===== src/include/decode_consts.svh =====
/*
 * Constants for the 6502 decode ROM model: opcode values, status bit
 * positions, RW pin levels and timing states. Included by the RTL and
 * the testbench wherever these values are compared or driven.
 */
`ifndef DECODE_CONSTS_SVH
`define DECODE_CONSTS_SVH

// register-implied
`define OP_INX      8'hE8
`define OP_INY      8'hC8
`define OP_DEX      8'hCA
`define OP_DEY      8'h88
`define OP_ASL_A    8'h0A
`define OP_LSR_A    8'h4A
`define OP_ROL_A    8'h2A
`define OP_ROR_A    8'h6A

// flag set and clear
`define OP_SEC      8'h38
`define OP_CLC      8'h18
`define OP_SEI      8'h78
`define OP_CLI      8'h58
`define OP_CLV      8'hB8

// immediate operand
`define OP_LDA_IMM  8'hA9
`define OP_LDX_IMM  8'hA2
`define OP_LDY_IMM  8'hA0
`define OP_AND_IMM  8'h29
`define OP_EOR_IMM  8'h49
`define OP_ORA_IMM  8'h09
`define OP_ADC_IMM  8'h69
`define OP_SBC_IMM  8'hE9
`define OP_CMP_IMM  8'hC9
`define OP_CPX_IMM  8'hE0
`define OP_CPY_IMM  8'hC0

// transfers and NOP
`define OP_TAX      8'hAA
`define OP_TAY      8'hA8
`define OP_TXA      8'h8A
`define OP_TYA      8'h98
`define OP_TXS      8'h9A
`define OP_TSX      8'hBA
`define OP_NOP      8'hEA

// conditional branches
`define OP_BPL      8'h10
`define OP_BMI      8'h30
`define OP_BVC      8'h50
`define OP_BVS      8'h70
`define OP_BCC      8'h90
`define OP_BCS      8'hB0
`define OP_BNE      8'hD0
`define OP_BEQ      8'hF0

// absolute addressing
`define OP_LDA_ABS  8'hAD
`define OP_LDX_ABS  8'hAE
`define OP_LDY_ABS  8'hAC
`define OP_STA_ABS  8'h8D
`define OP_STX_ABS  8'h8E
`define OP_STY_ABS  8'h8C

// bit positions in P
`define FLAG_C      0
`define FLAG_Z      1
`define FLAG_V      6
`define FLAG_N      7

`define RW_READ     1'b1
`define RW_WRITE    1'b0

`define TCU_W       4
`define T0          4'd0
`define T1          4'd1
`define T2          4'd2
`define T3          4'd3

`endif


===== src/source/decode_pkg.sv =====
/*
 * Types shared by the decode ROM stages: the decoded opcode summary
 * and the datapath control word, grouped by the part of the datapath
 * each line drives.
 */
package decode_pkg;

    typedef enum logic [3:0] {
        IMPLIED_REG, FLAG_OP, LOAD_IMM, ALU_IMM, TRANSFER,
        BRANCH, LOAD_ABS, STORE_ABS, NOP_OP, ILLEGAL
    } op_class_t;

    // for FLAG_OP the destination names the flag: AC is C, X is I, Y is V
    typedef enum logic [1:0] {
        AC, X, Y, S
    } reg_sel_t;

    typedef enum logic [3:0] {
        INC, DEC, LSR, ASL, ROR, ROL,
        AND, EOR, ORA, ADC, SBC, CMP
    } alu_op_t;

    typedef struct packed {
        op_class_t op_class;
        reg_sel_t  src;
        reg_sel_t  dst;
        alu_op_t   alu_op;
        logic      upd_zn;
    } op_info_t;

    typedef struct packed {
        logic pcl_pcl, pch_pch, i_pc;
        logic adl_pcl, adh_pch;
        logic pcl_adl, pch_adh, pch_db;
    } pc_ctrl_t;

    typedef struct packed {
        logic x_sb, y_sb, ac_sb, ac_db, s_sb;
        logic sb_x, sb_y, sb_ac, sb_s;
        logic sb_db, dl_db, sb_adh;
    } reg_ctrl_t;

    // ALU input select, operation and output enables
    typedef struct packed {
        logic db_add, db_n_add, adl_add, sb_add, zero_add, one_addc;
        logic sums, ands, eors, ors, srs;
        logic add_sb, add_adl;
    } alu_ctrl_t;

    typedef struct packed {
        logic dbz_z, db7_n;
        logic acr_c, ir5_c, ir5_i, avr_v;
    } flag_ctrl_t;

    typedef struct packed {
        logic rw;
        logic adl_abl, adh_abh, dl_adh;
    } bus_ctrl_t;

    typedef struct packed {
        pc_ctrl_t   pc;
        reg_ctrl_t  regs;
        alu_ctrl_t  alu;
        flag_ctrl_t flags;
        bus_ctrl_t  bus;
    } ctrl_word_t;

endpackage


===== src/source/opcode_classifier.sv =====
/*
 * Sorts the instruction register into an opcode class with its source
 * and destination registers and ALU operation. Unknown opcodes come out
 * as ILLEGAL.
 */
`timescale 1ns/100ps
`include "decode_consts.svh"

module opcode_classifier
(
    input  logic [7:0]           i_ir,
    output decode_pkg::op_info_t o_info
);

    always_comb
    begin
        case (i_ir)
            `OP_INX, `OP_INY, `OP_DEX, `OP_DEY,
            `OP_ASL_A, `OP_LSR_A, `OP_ROL_A, `OP_ROR_A:
                o_info.op_class = decode_pkg::IMPLIED_REG;
            `OP_SEC, `OP_CLC, `OP_SEI, `OP_CLI, `OP_CLV:
                o_info.op_class = decode_pkg::FLAG_OP;
            `OP_LDA_IMM, `OP_LDX_IMM, `OP_LDY_IMM:
                o_info.op_class = decode_pkg::LOAD_IMM;
            `OP_AND_IMM, `OP_EOR_IMM, `OP_ORA_IMM, `OP_ADC_IMM,
            `OP_SBC_IMM, `OP_CMP_IMM, `OP_CPX_IMM, `OP_CPY_IMM:
                o_info.op_class = decode_pkg::ALU_IMM;
            `OP_TAX, `OP_TAY, `OP_TXA, `OP_TYA, `OP_TXS, `OP_TSX:
                o_info.op_class = decode_pkg::TRANSFER;
            `OP_BPL, `OP_BMI, `OP_BVC, `OP_BVS,
            `OP_BCC, `OP_BCS, `OP_BNE, `OP_BEQ:
                o_info.op_class = decode_pkg::BRANCH;
            `OP_LDA_ABS, `OP_LDX_ABS, `OP_LDY_ABS:
                o_info.op_class = decode_pkg::LOAD_ABS;
            `OP_STA_ABS, `OP_STX_ABS, `OP_STY_ABS:
                o_info.op_class = decode_pkg::STORE_ABS;
            `OP_NOP:
                o_info.op_class = decode_pkg::NOP_OP;
            default:
                o_info.op_class = decode_pkg::ILLEGAL;
        endcase

        // register driven onto SB or DB
        case (i_ir)
            `OP_INX, `OP_DEX, `OP_TXA, `OP_TXS, `OP_CPX_IMM, `OP_STX_ABS:
                o_info.src = decode_pkg::X;
            `OP_INY, `OP_DEY, `OP_TYA, `OP_CPY_IMM, `OP_STY_ABS:
                o_info.src = decode_pkg::Y;
            `OP_TSX:
                o_info.src = decode_pkg::S;
            default:
                o_info.src = decode_pkg::AC;
        endcase

        // register loaded from SB, or the flag a flag op changes
        case (i_ir)
            `OP_INX, `OP_DEX, `OP_TAX, `OP_TSX, `OP_LDX_IMM, `OP_LDX_ABS,
            `OP_SEI, `OP_CLI:
                o_info.dst = decode_pkg::X;
            `OP_INY, `OP_DEY, `OP_TAY, `OP_LDY_IMM, `OP_LDY_ABS, `OP_CLV:
                o_info.dst = decode_pkg::Y;
            `OP_TXS:
                o_info.dst = decode_pkg::S;
            default:
                o_info.dst = decode_pkg::AC;
        endcase

        case (i_ir)
            `OP_INX, `OP_INY: o_info.alu_op = decode_pkg::INC;
            `OP_DEX, `OP_DEY: o_info.alu_op = decode_pkg::DEC;
            `OP_LSR_A:        o_info.alu_op = decode_pkg::LSR;
            `OP_ASL_A:        o_info.alu_op = decode_pkg::ASL;
            `OP_ROR_A:        o_info.alu_op = decode_pkg::ROR;
            `OP_ROL_A:        o_info.alu_op = decode_pkg::ROL;
            `OP_AND_IMM:      o_info.alu_op = decode_pkg::AND;
            `OP_EOR_IMM:      o_info.alu_op = decode_pkg::EOR;
            `OP_ORA_IMM:      o_info.alu_op = decode_pkg::ORA;
            `OP_SBC_IMM:      o_info.alu_op = decode_pkg::SBC;
            `OP_CMP_IMM, `OP_CPX_IMM, `OP_CPY_IMM:
                o_info.alu_op = decode_pkg::CMP;
            default:
                o_info.alu_op = decode_pkg::ADC;
        endcase

        // Z and N follow any value written to a register, except into S
        o_info.upd_zn = (i_ir != `OP_TXS) &&
                        (o_info.op_class inside {decode_pkg::IMPLIED_REG,
                                                 decode_pkg::LOAD_IMM,
                                                 decode_pkg::ALU_IMM,
                                                 decode_pkg::TRANSFER,
                                                 decode_pkg::LOAD_ABS});
    end

endmodule


===== src/source/branch_evaluator.sv =====
/*
 * Branch condition test and the registered ALU carry. IR bits 7:6 pick
 * the flag and IR bit 5 the value that takes the branch.
 */
`timescale 1ns/100ps
`include "decode_consts.svh"

module branch_evaluator
(
    input  logic       i_clk,
    input  logic       i_rst_n,
    input  logic [7:0] i_ir,
    input  logic [7:0] i_p,
    input  logic       i_acr,
    output logic       o_taken,
    output logic       o_last_acr
);

    logic tested_flag;

    always_comb
    begin
        case (i_ir[7:6])
            2'b00:   tested_flag = i_p[`FLAG_N];
            2'b01:   tested_flag = i_p[`FLAG_V];
            2'b10:   tested_flag = i_p[`FLAG_C];
            default: tested_flag = i_p[`FLAG_Z];
        endcase
    end

    assign o_taken = (tested_flag == i_ir[5]);

    // carry out of the offset add, needed one cycle later for the page cross
    always_ff @(posedge i_clk or negedge i_rst_n)
    begin
        if (!i_rst_n)
            o_last_acr <= 1'b0;
        else
            o_last_acr <= i_acr;
    end

endmodule


===== src/source/cycle_sequencer.sv =====
/*
 * Next timing count for the decode ROM. Returns to T0 at the last state
 * of each instruction and stalls with an error flag on unknown opcodes.
 */
`timescale 1ns/100ps
`include "decode_consts.svh"

module cycle_sequencer
(
    input  decode_pkg::op_info_t i_info,
    input  logic [`TCU_W-1:0]    i_tcu,
    input  logic                 i_taken,
    input  logic                 i_last_acr,
    output logic [`TCU_W-1:0]    o_tcu,
    output logic                 o_error
);

    always_comb
    begin
        o_tcu = i_tcu + `TCU_W'(1);
        o_error = 1'b0;

        case (i_info.op_class)
            decode_pkg::LOAD_ABS, decode_pkg::STORE_ABS:
            begin
                if (i_tcu == `T3)
                    o_tcu = `T0;
            end
            decode_pkg::BRANCH:
            begin
                // untaken ends at T1, taken at T2 unless the page was crossed
                if ((i_tcu == `T1 && !i_taken) ||
                    (i_tcu == `T2 && !i_last_acr) ||
                    (i_tcu == `T3))
                    o_tcu = `T0;
            end
            decode_pkg::ILLEGAL:
            begin
                if (i_tcu == `T1)
                begin
                    o_tcu = i_tcu;
                    o_error = 1'b1;
                end
            end
            default:
            begin
                // one-byte and immediate opcodes
                if (i_tcu == `T1)
                    o_tcu = `T0;
            end
        endcase
    end

endmodule


===== src/source/control_word_gen.sv =====
/*
 * Datapath control word for the current opcode class and timing state.
 * T0 fetches the next opcode and finishes a pending register write;
 * T1 to T3 carry the per-class bus moves.
 */
`timescale 1ns/100ps
`include "decode_consts.svh"

module control_word_gen
(
    input  decode_pkg::op_info_t   i_info,
    input  logic [`TCU_W-1:0]      i_tcu,
    input  logic [7:0]             i_p,
    input  logic                   i_taken,
    input  logic                   i_last_acr,
    output decode_pkg::ctrl_word_t o_ctrl
);

    decode_pkg::ctrl_word_t w;
    logic pc_on_ab;
    logic hold_pc;
    logic load_dst;
    logic drive_src;
    logic logic_op;
    logic cmp_only;

    assign logic_op = i_info.alu_op inside {decode_pkg::AND, decode_pkg::EOR, decode_pkg::ORA};
    assign cmp_only = (i_info.op_class == decode_pkg::ALU_IMM) &&
                      (i_info.alu_op == decode_pkg::CMP);

    always_comb
    begin
        w = '0;
        w.bus.rw = `RW_READ;
        pc_on_ab = 1'b0;
        hold_pc = 1'b0;
        load_dst = 1'b0;
        drive_src = 1'b0;

        case (i_tcu)
            `T0:
            begin
                pc_on_ab = 1'b1;
                hold_pc = 1'b1;
                w.pc.i_pc = 1'b1;
                // result of the previous opcode still sits in the ALU
                if (i_info.op_class inside {decode_pkg::IMPLIED_REG, decode_pkg::ALU_IMM,
                                            decode_pkg::LOAD_ABS})
                begin
                    w.alu.add_sb = 1'b1;
                    w.regs.sb_db = 1'b1;
                    w.flags.dbz_z = i_info.upd_zn;
                    w.flags.db7_n = i_info.upd_zn;
                    load_dst = !cmp_only;
                end
            end
            `T1:
            begin
                if (i_info.op_class != decode_pkg::ILLEGAL)
                begin
                    pc_on_ab = 1'b1;
                    hold_pc = 1'b1;
                end
                case (i_info.op_class)
                    decode_pkg::IMPLIED_REG:
                    begin
                        drive_src = 1'b1;
                        w.alu.sb_add = 1'b1;
                        case (i_info.alu_op)
                            decode_pkg::INC:
                            begin
                                // inverted precharge gives 0, carry in adds one
                                w.alu.db_n_add = 1'b1;
                                w.alu.one_addc = 1'b1;
                                w.alu.sums = 1'b1;
                            end
                            decode_pkg::DEC:
                            begin
                                w.alu.db_add = 1'b1;
                                w.alu.sums = 1'b1;
                            end
                            decode_pkg::LSR, decode_pkg::ROR:
                            begin
                                w.alu.srs = 1'b1;
                                w.flags.acr_c = 1'b1;
                            end
                            default:
                            begin
                                // shift left as AC plus AC
                                w.regs.sb_db = 1'b1;
                                w.alu.db_add = 1'b1;
                                w.alu.sums = 1'b1;
                                w.flags.acr_c = 1'b1;
                            end
                        endcase
                        if (i_info.alu_op inside {decode_pkg::ROR, decode_pkg::ROL})
                            w.alu.one_addc = i_p[`FLAG_C];
                    end
                    decode_pkg::FLAG_OP:
                    begin
                        case (i_info.dst)
                            decode_pkg::AC: w.flags.ir5_c = 1'b1;
                            decode_pkg::X:  w.flags.ir5_i = 1'b1;
                            default:        w.flags.avr_v = 1'b1;
                        endcase
                    end
                    decode_pkg::LOAD_IMM:
                    begin
                        w.pc.i_pc = 1'b1;
                        w.regs.dl_db = 1'b1;
                        w.regs.sb_db = 1'b1;
                        w.flags.dbz_z = i_info.upd_zn;
                        w.flags.db7_n = i_info.upd_zn;
                        load_dst = 1'b1;
                    end
                    decode_pkg::ALU_IMM:
                    begin
                        w.pc.i_pc = 1'b1;
                        w.regs.dl_db = 1'b1;
                        drive_src = 1'b1;
                        w.alu.sb_add = 1'b1;
                        case (i_info.alu_op)
                            decode_pkg::AND: w.alu.ands = 1'b1;
                            decode_pkg::EOR: w.alu.eors = 1'b1;
                            decode_pkg::ORA: w.alu.ors = 1'b1;
                            decode_pkg::ADC: w.alu.one_addc = i_p[`FLAG_C];
                            decode_pkg::SBC: w.alu.one_addc = !i_p[`FLAG_C];
                            default:         w.alu.one_addc = 1'b1;
                        endcase
                        // subtract and compare add the inverted operand
                        w.alu.db_n_add = i_info.alu_op inside {decode_pkg::SBC, decode_pkg::CMP};
                        w.alu.db_add = !w.alu.db_n_add;
                        w.alu.sums = !logic_op;
                        w.flags.acr_c = !logic_op;
                        w.flags.avr_v = !logic_op;
                    end
                    decode_pkg::TRANSFER:
                    begin
                        drive_src = 1'b1;
                        load_dst = 1'b1;
                        w.regs.sb_db = i_info.upd_zn;
                        w.flags.dbz_z = i_info.upd_zn;
                        w.flags.db7_n = i_info.upd_zn;
                    end
                    decode_pkg::BRANCH:
                    begin
                        if (i_taken)
                        begin
                            // PCL + 1 + offset from DL
                            w.alu.adl_add = 1'b1;
                            w.alu.one_addc = 1'b1;
                            w.alu.sums = 1'b1;
                            w.regs.dl_db = 1'b1;
                            w.regs.sb_db = 1'b1;
                            w.alu.sb_add = 1'b1;
                        end
                        else
                            w.pc.i_pc = 1'b1;
                    end
                    decode_pkg::LOAD_ABS, decode_pkg::STORE_ABS:
                    begin
                        // low address byte into ADD
                        w.pc.i_pc = 1'b1;
                        w.regs.dl_db = 1'b1;
                        w.alu.db_add = 1'b1;
                        w.alu.zero_add = 1'b1;
                        w.alu.sums = 1'b1;
                    end
                    default:
                    begin
                    end
                endcase
            end
            `T2:
            begin
                case (i_info.op_class)
                    decode_pkg::BRANCH:
                    begin
                        w.pc.pch_adh = 1'b1;
                        w.bus.adh_abh = 1'b1;
                        w.alu.add_adl = 1'b1;
                        w.bus.adl_abl = 1'b1;
                        w.pc.adl_pcl = 1'b1;
                        w.pc.pch_pch = 1'b1;
                        if (i_last_acr)
                        begin
                            // page crossed so PCH + 1
                            w.pc.pch_db = 1'b1;
                            w.alu.db_add = 1'b1;
                            w.alu.zero_add = 1'b1;
                            w.alu.one_addc = 1'b1;
                            w.alu.sums = 1'b1;
                        end
                    end
                    decode_pkg::LOAD_ABS, decode_pkg::STORE_ABS:
                    begin
                        // fetch the high byte, low byte kept circulating in ADD
                        pc_on_ab = 1'b1;
                        hold_pc = 1'b1;
                        w.alu.add_sb = 1'b1;
                        w.alu.sb_add = 1'b1;
                        w.alu.db_n_add = 1'b1;
                        w.alu.sums = 1'b1;
                    end
                    default:
                    begin
                    end
                endcase
            end
            `T3:
            begin
                case (i_info.op_class)
                    decode_pkg::BRANCH:
                    begin
                        w.pc.pch_adh = 1'b1;
                        w.bus.adh_abh = 1'b1;
                        w.pc.pcl_adl = 1'b1;
                        w.bus.adl_abl = 1'b1;
                        w.pc.pcl_pcl = 1'b1;
                        w.alu.add_sb = 1'b1;
                        w.regs.sb_adh = 1'b1;
                        w.pc.adh_pch = 1'b1;
                    end
                    decode_pkg::LOAD_ABS, decode_pkg::STORE_ABS:
                    begin
                        // effective address is ADD low, DL high
                        hold_pc = 1'b1;
                        w.pc.i_pc = 1'b1;
                        w.alu.add_adl = 1'b1;
                        w.bus.adl_abl = 1'b1;
                        w.bus.dl_adh = 1'b1;
                        w.bus.adh_abh = 1'b1;
                        if (i_info.op_class == decode_pkg::LOAD_ABS)
                        begin
                            w.regs.dl_db = 1'b1;
                            w.alu.db_add = 1'b1;
                            w.alu.zero_add = 1'b1;
                            w.alu.sums = 1'b1;
                        end
                        else
                        begin
                            w.bus.rw = `RW_WRITE;
                            w.regs.ac_db = (i_info.src == decode_pkg::AC);
                            w.regs.sb_db = (i_info.src != decode_pkg::AC);
                            drive_src = (i_info.src != decode_pkg::AC);
                        end
                    end
                    default:
                    begin
                    end
                endcase
            end
            default:
            begin
            end
        endcase

        if (pc_on_ab)
        begin
            w.pc.pcl_adl = 1'b1;
            w.pc.pch_adh = 1'b1;
            w.bus.adl_abl = 1'b1;
            w.bus.adh_abh = 1'b1;
        end
        if (hold_pc)
        begin
            w.pc.pcl_pcl = 1'b1;
            w.pc.pch_pch = 1'b1;
        end
        if (drive_src)
        begin
            case (i_info.src)
                decode_pkg::X: w.regs.x_sb = 1'b1;
                decode_pkg::Y: w.regs.y_sb = 1'b1;
                decode_pkg::S: w.regs.s_sb = 1'b1;
                default:       w.regs.ac_sb = 1'b1;
            endcase
        end
        if (load_dst)
        begin
            case (i_info.dst)
                decode_pkg::X: w.regs.sb_x = 1'b1;
                decode_pkg::Y: w.regs.sb_y = 1'b1;
                decode_pkg::S: w.regs.sb_s = 1'b1;
                default:       w.regs.sb_ac = 1'b1;
            endcase
        end
    end

    assign o_ctrl = w;

endmodule


===== src/source/decode_rom.sv =====
/*
 * Decode ROM top level. Maps IR, timing count and P to the control word,
 * the next timing count and an error flag, all within the same cycle.
 */
`timescale 1ns/100ps
`include "decode_consts.svh"

module decode_rom
(
    input  logic                   i_clk,
    input  logic                   i_rst_n,
    input  logic [7:0]             i_ir,
    input  logic [`TCU_W-1:0]      i_tcu,
    input  logic [7:0]             i_p,
    input  logic                   i_acr,
    output logic [`TCU_W-1:0]      o_tcu,
    output logic                   o_error,
    output decode_pkg::ctrl_word_t o_ctrl
);

    decode_pkg::op_info_t info;
    logic taken;
    logic last_acr;

    opcode_classifier u_classifier
    (
        .i_ir   (i_ir),
        .o_info (info)
    );

    branch_evaluator u_branch
    (
        .i_clk      (i_clk),
        .i_rst_n    (i_rst_n),
        .i_ir       (i_ir),
        .i_p        (i_p),
        .i_acr      (i_acr),
        .o_taken    (taken),
        .o_last_acr (last_acr)
    );

    cycle_sequencer u_sequencer
    (
        .i_info     (info),
        .i_tcu      (i_tcu),
        .i_taken    (taken),
        .i_last_acr (last_acr),
        .o_tcu      (o_tcu),
        .o_error    (o_error)
    );

    control_word_gen u_ctrl_gen
    (
        .i_info     (info),
        .i_tcu      (i_tcu),
        .i_p        (i_p),
        .i_taken    (taken),
        .i_last_acr (last_acr),
        .o_ctrl     (o_ctrl)
    );

endmodule


===== config.mk =====
export PLATFORM = sky130hd
export DESIGN_NAME = decode_rom
export DESIGN_NICKNAME = d
export VERILOG_FILES = /design/src/source/decode_pkg.sv /design/src/source/opcode_classifier.sv /design/src/source/branch_evaluator.sv /design/src/source/cycle_sequencer.sv /design/src/source/control_word_gen.sv /design/src/source/decode_rom.sv
export VERILOG_INCLUDE_DIRS = /design/src /design/src/include
export SDC_FILE = /design/constraint.sdc
export NUM_CORES = 1
export LEC_CHECK = 0
export ABC_AREA = 0
export BUFFER_PORTS_ARGS = -buffer_cell sky130_fd_sc_hd__buf_4
export CORE_MARGIN = 2
export CORE_UTILIZATION = 48
export CTS_BUF_LIST = sky130_fd_sc_hd__clkbuf_4 sky130_fd_sc_hd__clkbuf_8
export DETAILED_ROUTE_END_ITERATION = 8
export GPL_TIMING_DRIVEN = 1
export PLACE_DENSITY_LB_ADDON = 0.12
export SETUP_SLACK_MARGIN = 0.15
export SKIP_CTS_REPAIR_TIMING = 1
export SLEW_MARGIN = 40
export SYNTH_ARGS = -nofsm -noshare
export SYNTH_HDL_FRONTEND = slang
export SYNTH_SLANG_ARGS = --single-unit

===== constraint.sdc =====
create_clock -name i_clk -period 4.65 [get_ports i_clk]
set_input_delay 0.6975 -clock i_clk [delete_from_list [all_inputs] [get_ports i_clk]]
set_output_delay 0.6975 -clock i_clk [all_outputs]
set_load 0.05 [all_outputs]

==> results of run 1 <==
==> cell usage after synthesis (4+ instances only) <==
library cell / n / area (um2)
o21ai_1: 5 / 25.0
nand2b_1: 6 / 37.5
xnor2_1: 4 / 35.0
nand2_1: 26 / 97.6
a21oi_1: 13 / 65.1
buf_2: 9 / 45.0
nand3_1: 6 / 30.0
nand3b_1: 5 / 37.5
o21ai_0: 14 / 70.1
nor3_1: 17 / 85.1
inv_1: 10 / 37.5
ha_1: 5 / 62.6
a211oi_1: 5 / 37.5
nor2b_1: 7 / 43.8
clkbuf_1: 8 / 30.0
or3_1: 7 / 43.8
and2_1: 5 / 31.3
nor2_1: 21 / 78.8
==> metrics by stage <==
stage	hold WS (ns)	worst slack, ns	cell area, um2
floorplan	0.402	0.425	1520
CTS	0.475	1.10	1970
detailed placement	0.475	1.12	1970
global route	0.476	0.998	1970
global placement	0.474	1.13	1970
finish	0.473	1.07	1970
==> routing by layer <==
layer	GRT usage	vias up
li1	-	980
met1	0.416	911
met2	0.405	119
met3	0.00433	4
met4	0.0222	0
met5	0	-
==> worst max-delay path by stage <==
stage | start | end | slack (ns) | cells after the start
finish | i_ir[0] | o_ctrl[17] | 1.07 | 8
global route | i_ir[0] | o_ctrl[17] | 1.0 | 8
CTS | i_ir[0] | o_ctrl[17] | 1.10 | 8
detailed placement | i_ir[0] | o_ctrl[17] | 1.12 | 8
global placement | i_ir[0] | o_ctrl[17] | 1.13 | 8
floorplan | i_ir[3] | o_ctrl[18] | 0.43 | 8
==> critical path, delay by kind of cell <==
kind | cells | cell delay, ns
AND/OR/NAND/NOR | 2 | 0.86
AO/OA/AOI/OAI | 3 | 0.63
buffers and inverters | 2 | 0.35
multiplexers | 1 | 0.34
==> cell families (layout without fill, tap and decap cells) <==
| family | after synthesis | in the layout | share of synthesized area |
|---|---|---|---|
| AO/OA/AOI/OAI | 67 | 67 | 0.307 |
| multiplexers | 4 | 4 | 0.0355 |
| buffers and inverters | 31 | 78 | 0.0966 |
| AND/OR/NAND/NOR | 123 | 123 | 0.450 |
| flip-flops | 1 | 1 | 0.0165 |
| XOR/XNOR | 7 | 7 | 0.0529 |
| adder cells (fa/ha/maj) | 5 | 5 | 0.0413 |
==> power breakdown <==
group | switching, mW | leakage, nW | internal (mW)
Combinational | 0.0872 | 0.878 | 0.0479
Sequential | 0.000301 | 0.0117 | 0.00931
Clock | 0 | 0 | 0
Total | 0.0875 | 0.890 | 0.0573
==> layout by cell type, fill, tap and decap left out, types with 3 or more instances in the layout <==
cell type  synthesis  layout
o221ai_1           3       3
xnor2_1            4       4
a22oi_1            3       3
buf_4              3      68
nor2_1            21      21
nor3_1            17      17
nand2b_1           6       6
nand3b_1           5       5
nand2_1           26      26
inv_1             10      10
o21ai_1            5       5
or3_1              7       7
nand4bb_1          3       3
nor2b_1            7       7
and2_1             5       5
a21oi_1           13      13
a211oi_1           5       5
o21ai_0           14      14
ha_1               5       5
nand3_1            6       6
o22ai_1            3       3
==> area by class of cell <==
cell class	count	share of cell area
Sequential cell	1	0.0127
Multi-Input combinational cell	206	0.681
Timing Repair Buffer	68	0.259
Inverter	10	0.0190
Tap cell	44	0.0279
==> impl_metrics.csv, run 1 <==
group,metric,value,unit
status,status,"finished clean",
worst_setup_path,setup.worst_path.class,"in2out",
yosys,async_flop_share,1.00,
worst_setup_path,worstPathCellList,"buf_4, or4b_1, nor3_1, a22oi_1, o21ai_1, mux2_1, a221o_1, buf_4",
sta,finalCritPeriodShare,0.771,
power_and_ir_drop,static-leakage-power,0.890,nW
yosys,netlist_instances,238,
global_routing,overflow,0,
sta,worst_pin_slew,0.551,ns
power_and_ir_drop,ir_worst_vdd,0.0604,mV
layout,nets,315,
place,io_buffers,66,
sta,slew_headroom,0.630,
die,core,3030,um2
sta,setup_violations,0,
power_and_ir_drop,p_per_area,73.4,nW/um2
routing,drt_first_pass_iters,4,
sta,max_freq,0.279,GHz
routing,routed_wl,4.91,mm
layout,multi_input_area,1340,um2
die,die_area,3620,um2
global_routing,grt_pass1_vias,1596,
worst_setup_path,path_max_fanout,16,
global_routing,grt_max_degree,28,
sta,slew_viol_final,0,
sta,period_minus_slack,3.58,ns
die,die_y,60.2,um
worst_setup_path,crit_required,3.95,ns
routing,vias,2014,
routing,wl_met2,2.20,mm
die,rows,20,
cts,cts.clk_slew.worst_paths,0,ns
die,initial_core_util,0.500,
worst_setup_path,cpPeakStageDelay,0.58,ns
layout,regMostFlops,"u_branch.o_last_acr",
worst_setup_path,crit_path_top_delay_cell,"or4b_1",
yosys,netlist-cell-type-count,61,
yosys,seq_area_frac_synth,0.0165,
power_and_ir_drop,finalPower,145,uW
routing,viasPerCell,6.12,
worst_setup_path,critPathCaptureType,"output port",
routing,wl_met3,504,um
layout,drive_above_1_share,0.274,
yosys,synth-edff-count,0,
worst_setup_path,start_kind,"input port",
yosys,synth_nets,266,
place,hpwlAfterDp,3.80,mm
global_routing,antenna_found_initial,0,
yosys,synth_seq_cells,1,
layout,area_growth,30.1,%
worst_setup_path,cp_common_cell,"buf_4",
sta,tns,0,ns
layout,largest_register_ffs,1,
routing,first_iter_violations,191,
worst_hold_path,min_path_type,"in2async",
yosys,synth_ff_type,"dfrtp_1",
layout,fill_cells,304,
yosys,ys_warn_count,0,
routing,drc,0,
routing,met1_length,2.17,mm
die,ioPinCount,71,
routing,antenna_left,0,
global_routing,grt_pass1_wl,7.56,mm
layout,final_cells,329,
yosys,synth_area,1520,um2
sta,rsz0062_at_grt,"no",
sta,final-hold-violation-count,0,
layout,fin_util,0.651,
place,dp_cells,329,
flow_run,maxCapViolations,0,
die,die_w,60.2,um
worst_setup_path,worstPathArrival,2.89,ns
routing,wire_per_inst,14.9,um
layout,largestRegisters,"u_branch.o_last_acr: 1 flops",
global_routing,gr-usage-all-layers,0.263,
layout,antenna_cells,0,
routing,top_layer,"met4",
layout,seqCellArea,25.0,um2
yosys,avgSynthCellArea,6.37,um2
place,place.gp.congestion,0.872,
No activity file was read; power rests on OpenSTA's default activity.
==> inputs of run 2 (changes only) <==
- clock period: 4.65 -> 3.3 ns (I/O delays scaled with it)
==> impl_metrics.csv, run 2 (synthesis gave the netlist of run 1 again) <==
group,metric,value,unit
die,ioPinCount,71,
routing,first_iter_violations,183,
die,initial_core_util,0.500,
sta,slew_viol_final,0,
routing,drt_first_pass_iters,5,
power_and_ir_drop,ir_worst_vdd,0.0986,mV
layout,regMostFlops,"u_branch.o_last_acr",
worst_hold_path,min_path_type,"in2async",
flow_run,maxCapViolations,0,
worst_setup_path,crit_path_top_delay_cell,"or4b_1",
worst_setup_path,critPathCaptureType,"output port",
place,place.gp.congestion,0.911,
global_routing,gr-usage-all-layers,0.278,
sta,rsz0062_at_grt,"no",
layout,mostFrequentLayoutCells,"71 x buf_4, 26 x nand2_1, 20 x nor2_1",
worst_setup_path,worstPathCellList,"buf_4, or4b_1, nor3_2, a22oi_1, o21ai_1, mux2_1, a221o_1, buf_4",
layout,nets,318,
layout,drive_above_1_share,0.326,
layout,area_growth,36.6,%
die,die_area,3620,um2
worst_setup_path,worstPathArrival,2.57,ns
sta,final-hold-violation-count,0,
routing,drc,0,
routing,antenna_left,0,
routing,viasPerCell,6.14,
sta,hold-worst-slack,0.271,ns
worst_setup_path,cp_common_cell,"buf_4",
die,die_w,60.2,um
die,core,3030,um2
sta,slew_headroom,0.629,
sta,period_minus_slack,3.06,ns
worst_setup_path,path_delay_family,"simple AND/OR/NAND/NOR gates",
worst_setup_path,crit_required,2.80,ns
routing,vias,2037,
global_routing,grt_max_degree,28,
worst_setup_path,cpPeakStageDelay,0.59,ns
sta,finalCritPeriodShare,0.928,
layout,largest_register_ffs,1,
die,die_y,60.2,um
status,status,"finished clean",
sta,worst_pin_slew,0.556,ns
worst_setup_path,critPathBufInv,2,
global_routing,antenna_found_initial,0,
power_and_ir_drop,p_per_area,102,nW/um2
power_and_ir_drop,static-leakage-power,0.929,nW
worst_setup_path,path_max_fanout,16,
global_routing,grt_pass1_wl,7.96,mm
layout,largestRegisters,"u_branch.o_last_acr: 1 flops",
place,hpwlAfterDp,3.90,mm
place,io_buffers,66,
routing,routed_wl,5.09,mm
power_and_ir_drop,finalPower,212,uW
routing,wire_per_inst,15.3,um
layout,final_common_cell,"buf_4",
die,rows,20,
worst_setup_path,start_kind,"input port",
layout,antenna_cells,0,
worst_setup_path,setup.worst_path.class,"in2out",
sta,setup_violations,0,
sta,max_freq,0.327,GHz
global_routing,overflow,0,
global_routing,grt_pass1_vias,1694,
cts,cts.clk_slew.worst_paths,0,ns
## run 2: stage by stage
stage	TNS (ns)	std cells	utilization	worst slack [ns]	instance area, um2
2_1_floorplan	-0.386	238	-	-0.193	1580
3_3_place_gp	0	332	0.680	0.208	2060
3_5_place_dp	0	332	0.680	0.176	2060
4_1_cts	0	332	0.680	0.155	2060
5_1_grt	0	332	0.683	0.166	2070
6_report	0	332	0.683	0.239	2070
## run 2: final cells by class
class	instances	area, um2
multi-input combinational	206	1420
tap	44	55.1
fill	293	958
sequential	1	25.0
inverter	10	37.5
timing repair buffer	71	533
## run 2: worst max path at each step
stage,depth (start not counted),startpoint,endpoint
final,8,i_ir[0],o_ctrl[17]
after global routing,8,i_ir[0],o_ctrl[17]
after CTS,8,i_ir[0],o_ctrl[17]
after detailed placement,8,i_ir[0],o_ctrl[17]
after global placement,8,i_ir[0],o_ctrl[17]
after floorplan,6,i_ir[4],o_ctrl[33]
## run 2: routing by layer
metal	part of all wire	track usage	vias to the layer above
met2	0.46	0.411	107
met5	0	0	-
met1	0.46	0.445	946
met4	0	0.0317	0
met3	0.082	0.0152	0
li1	-	-	984
## run 2: report_power, final
group | switching (mW) | internal (mW)
combinational | 0.128 | 0.0704
clock | 0 | 0
sequential | 0.000619 | 0.0131
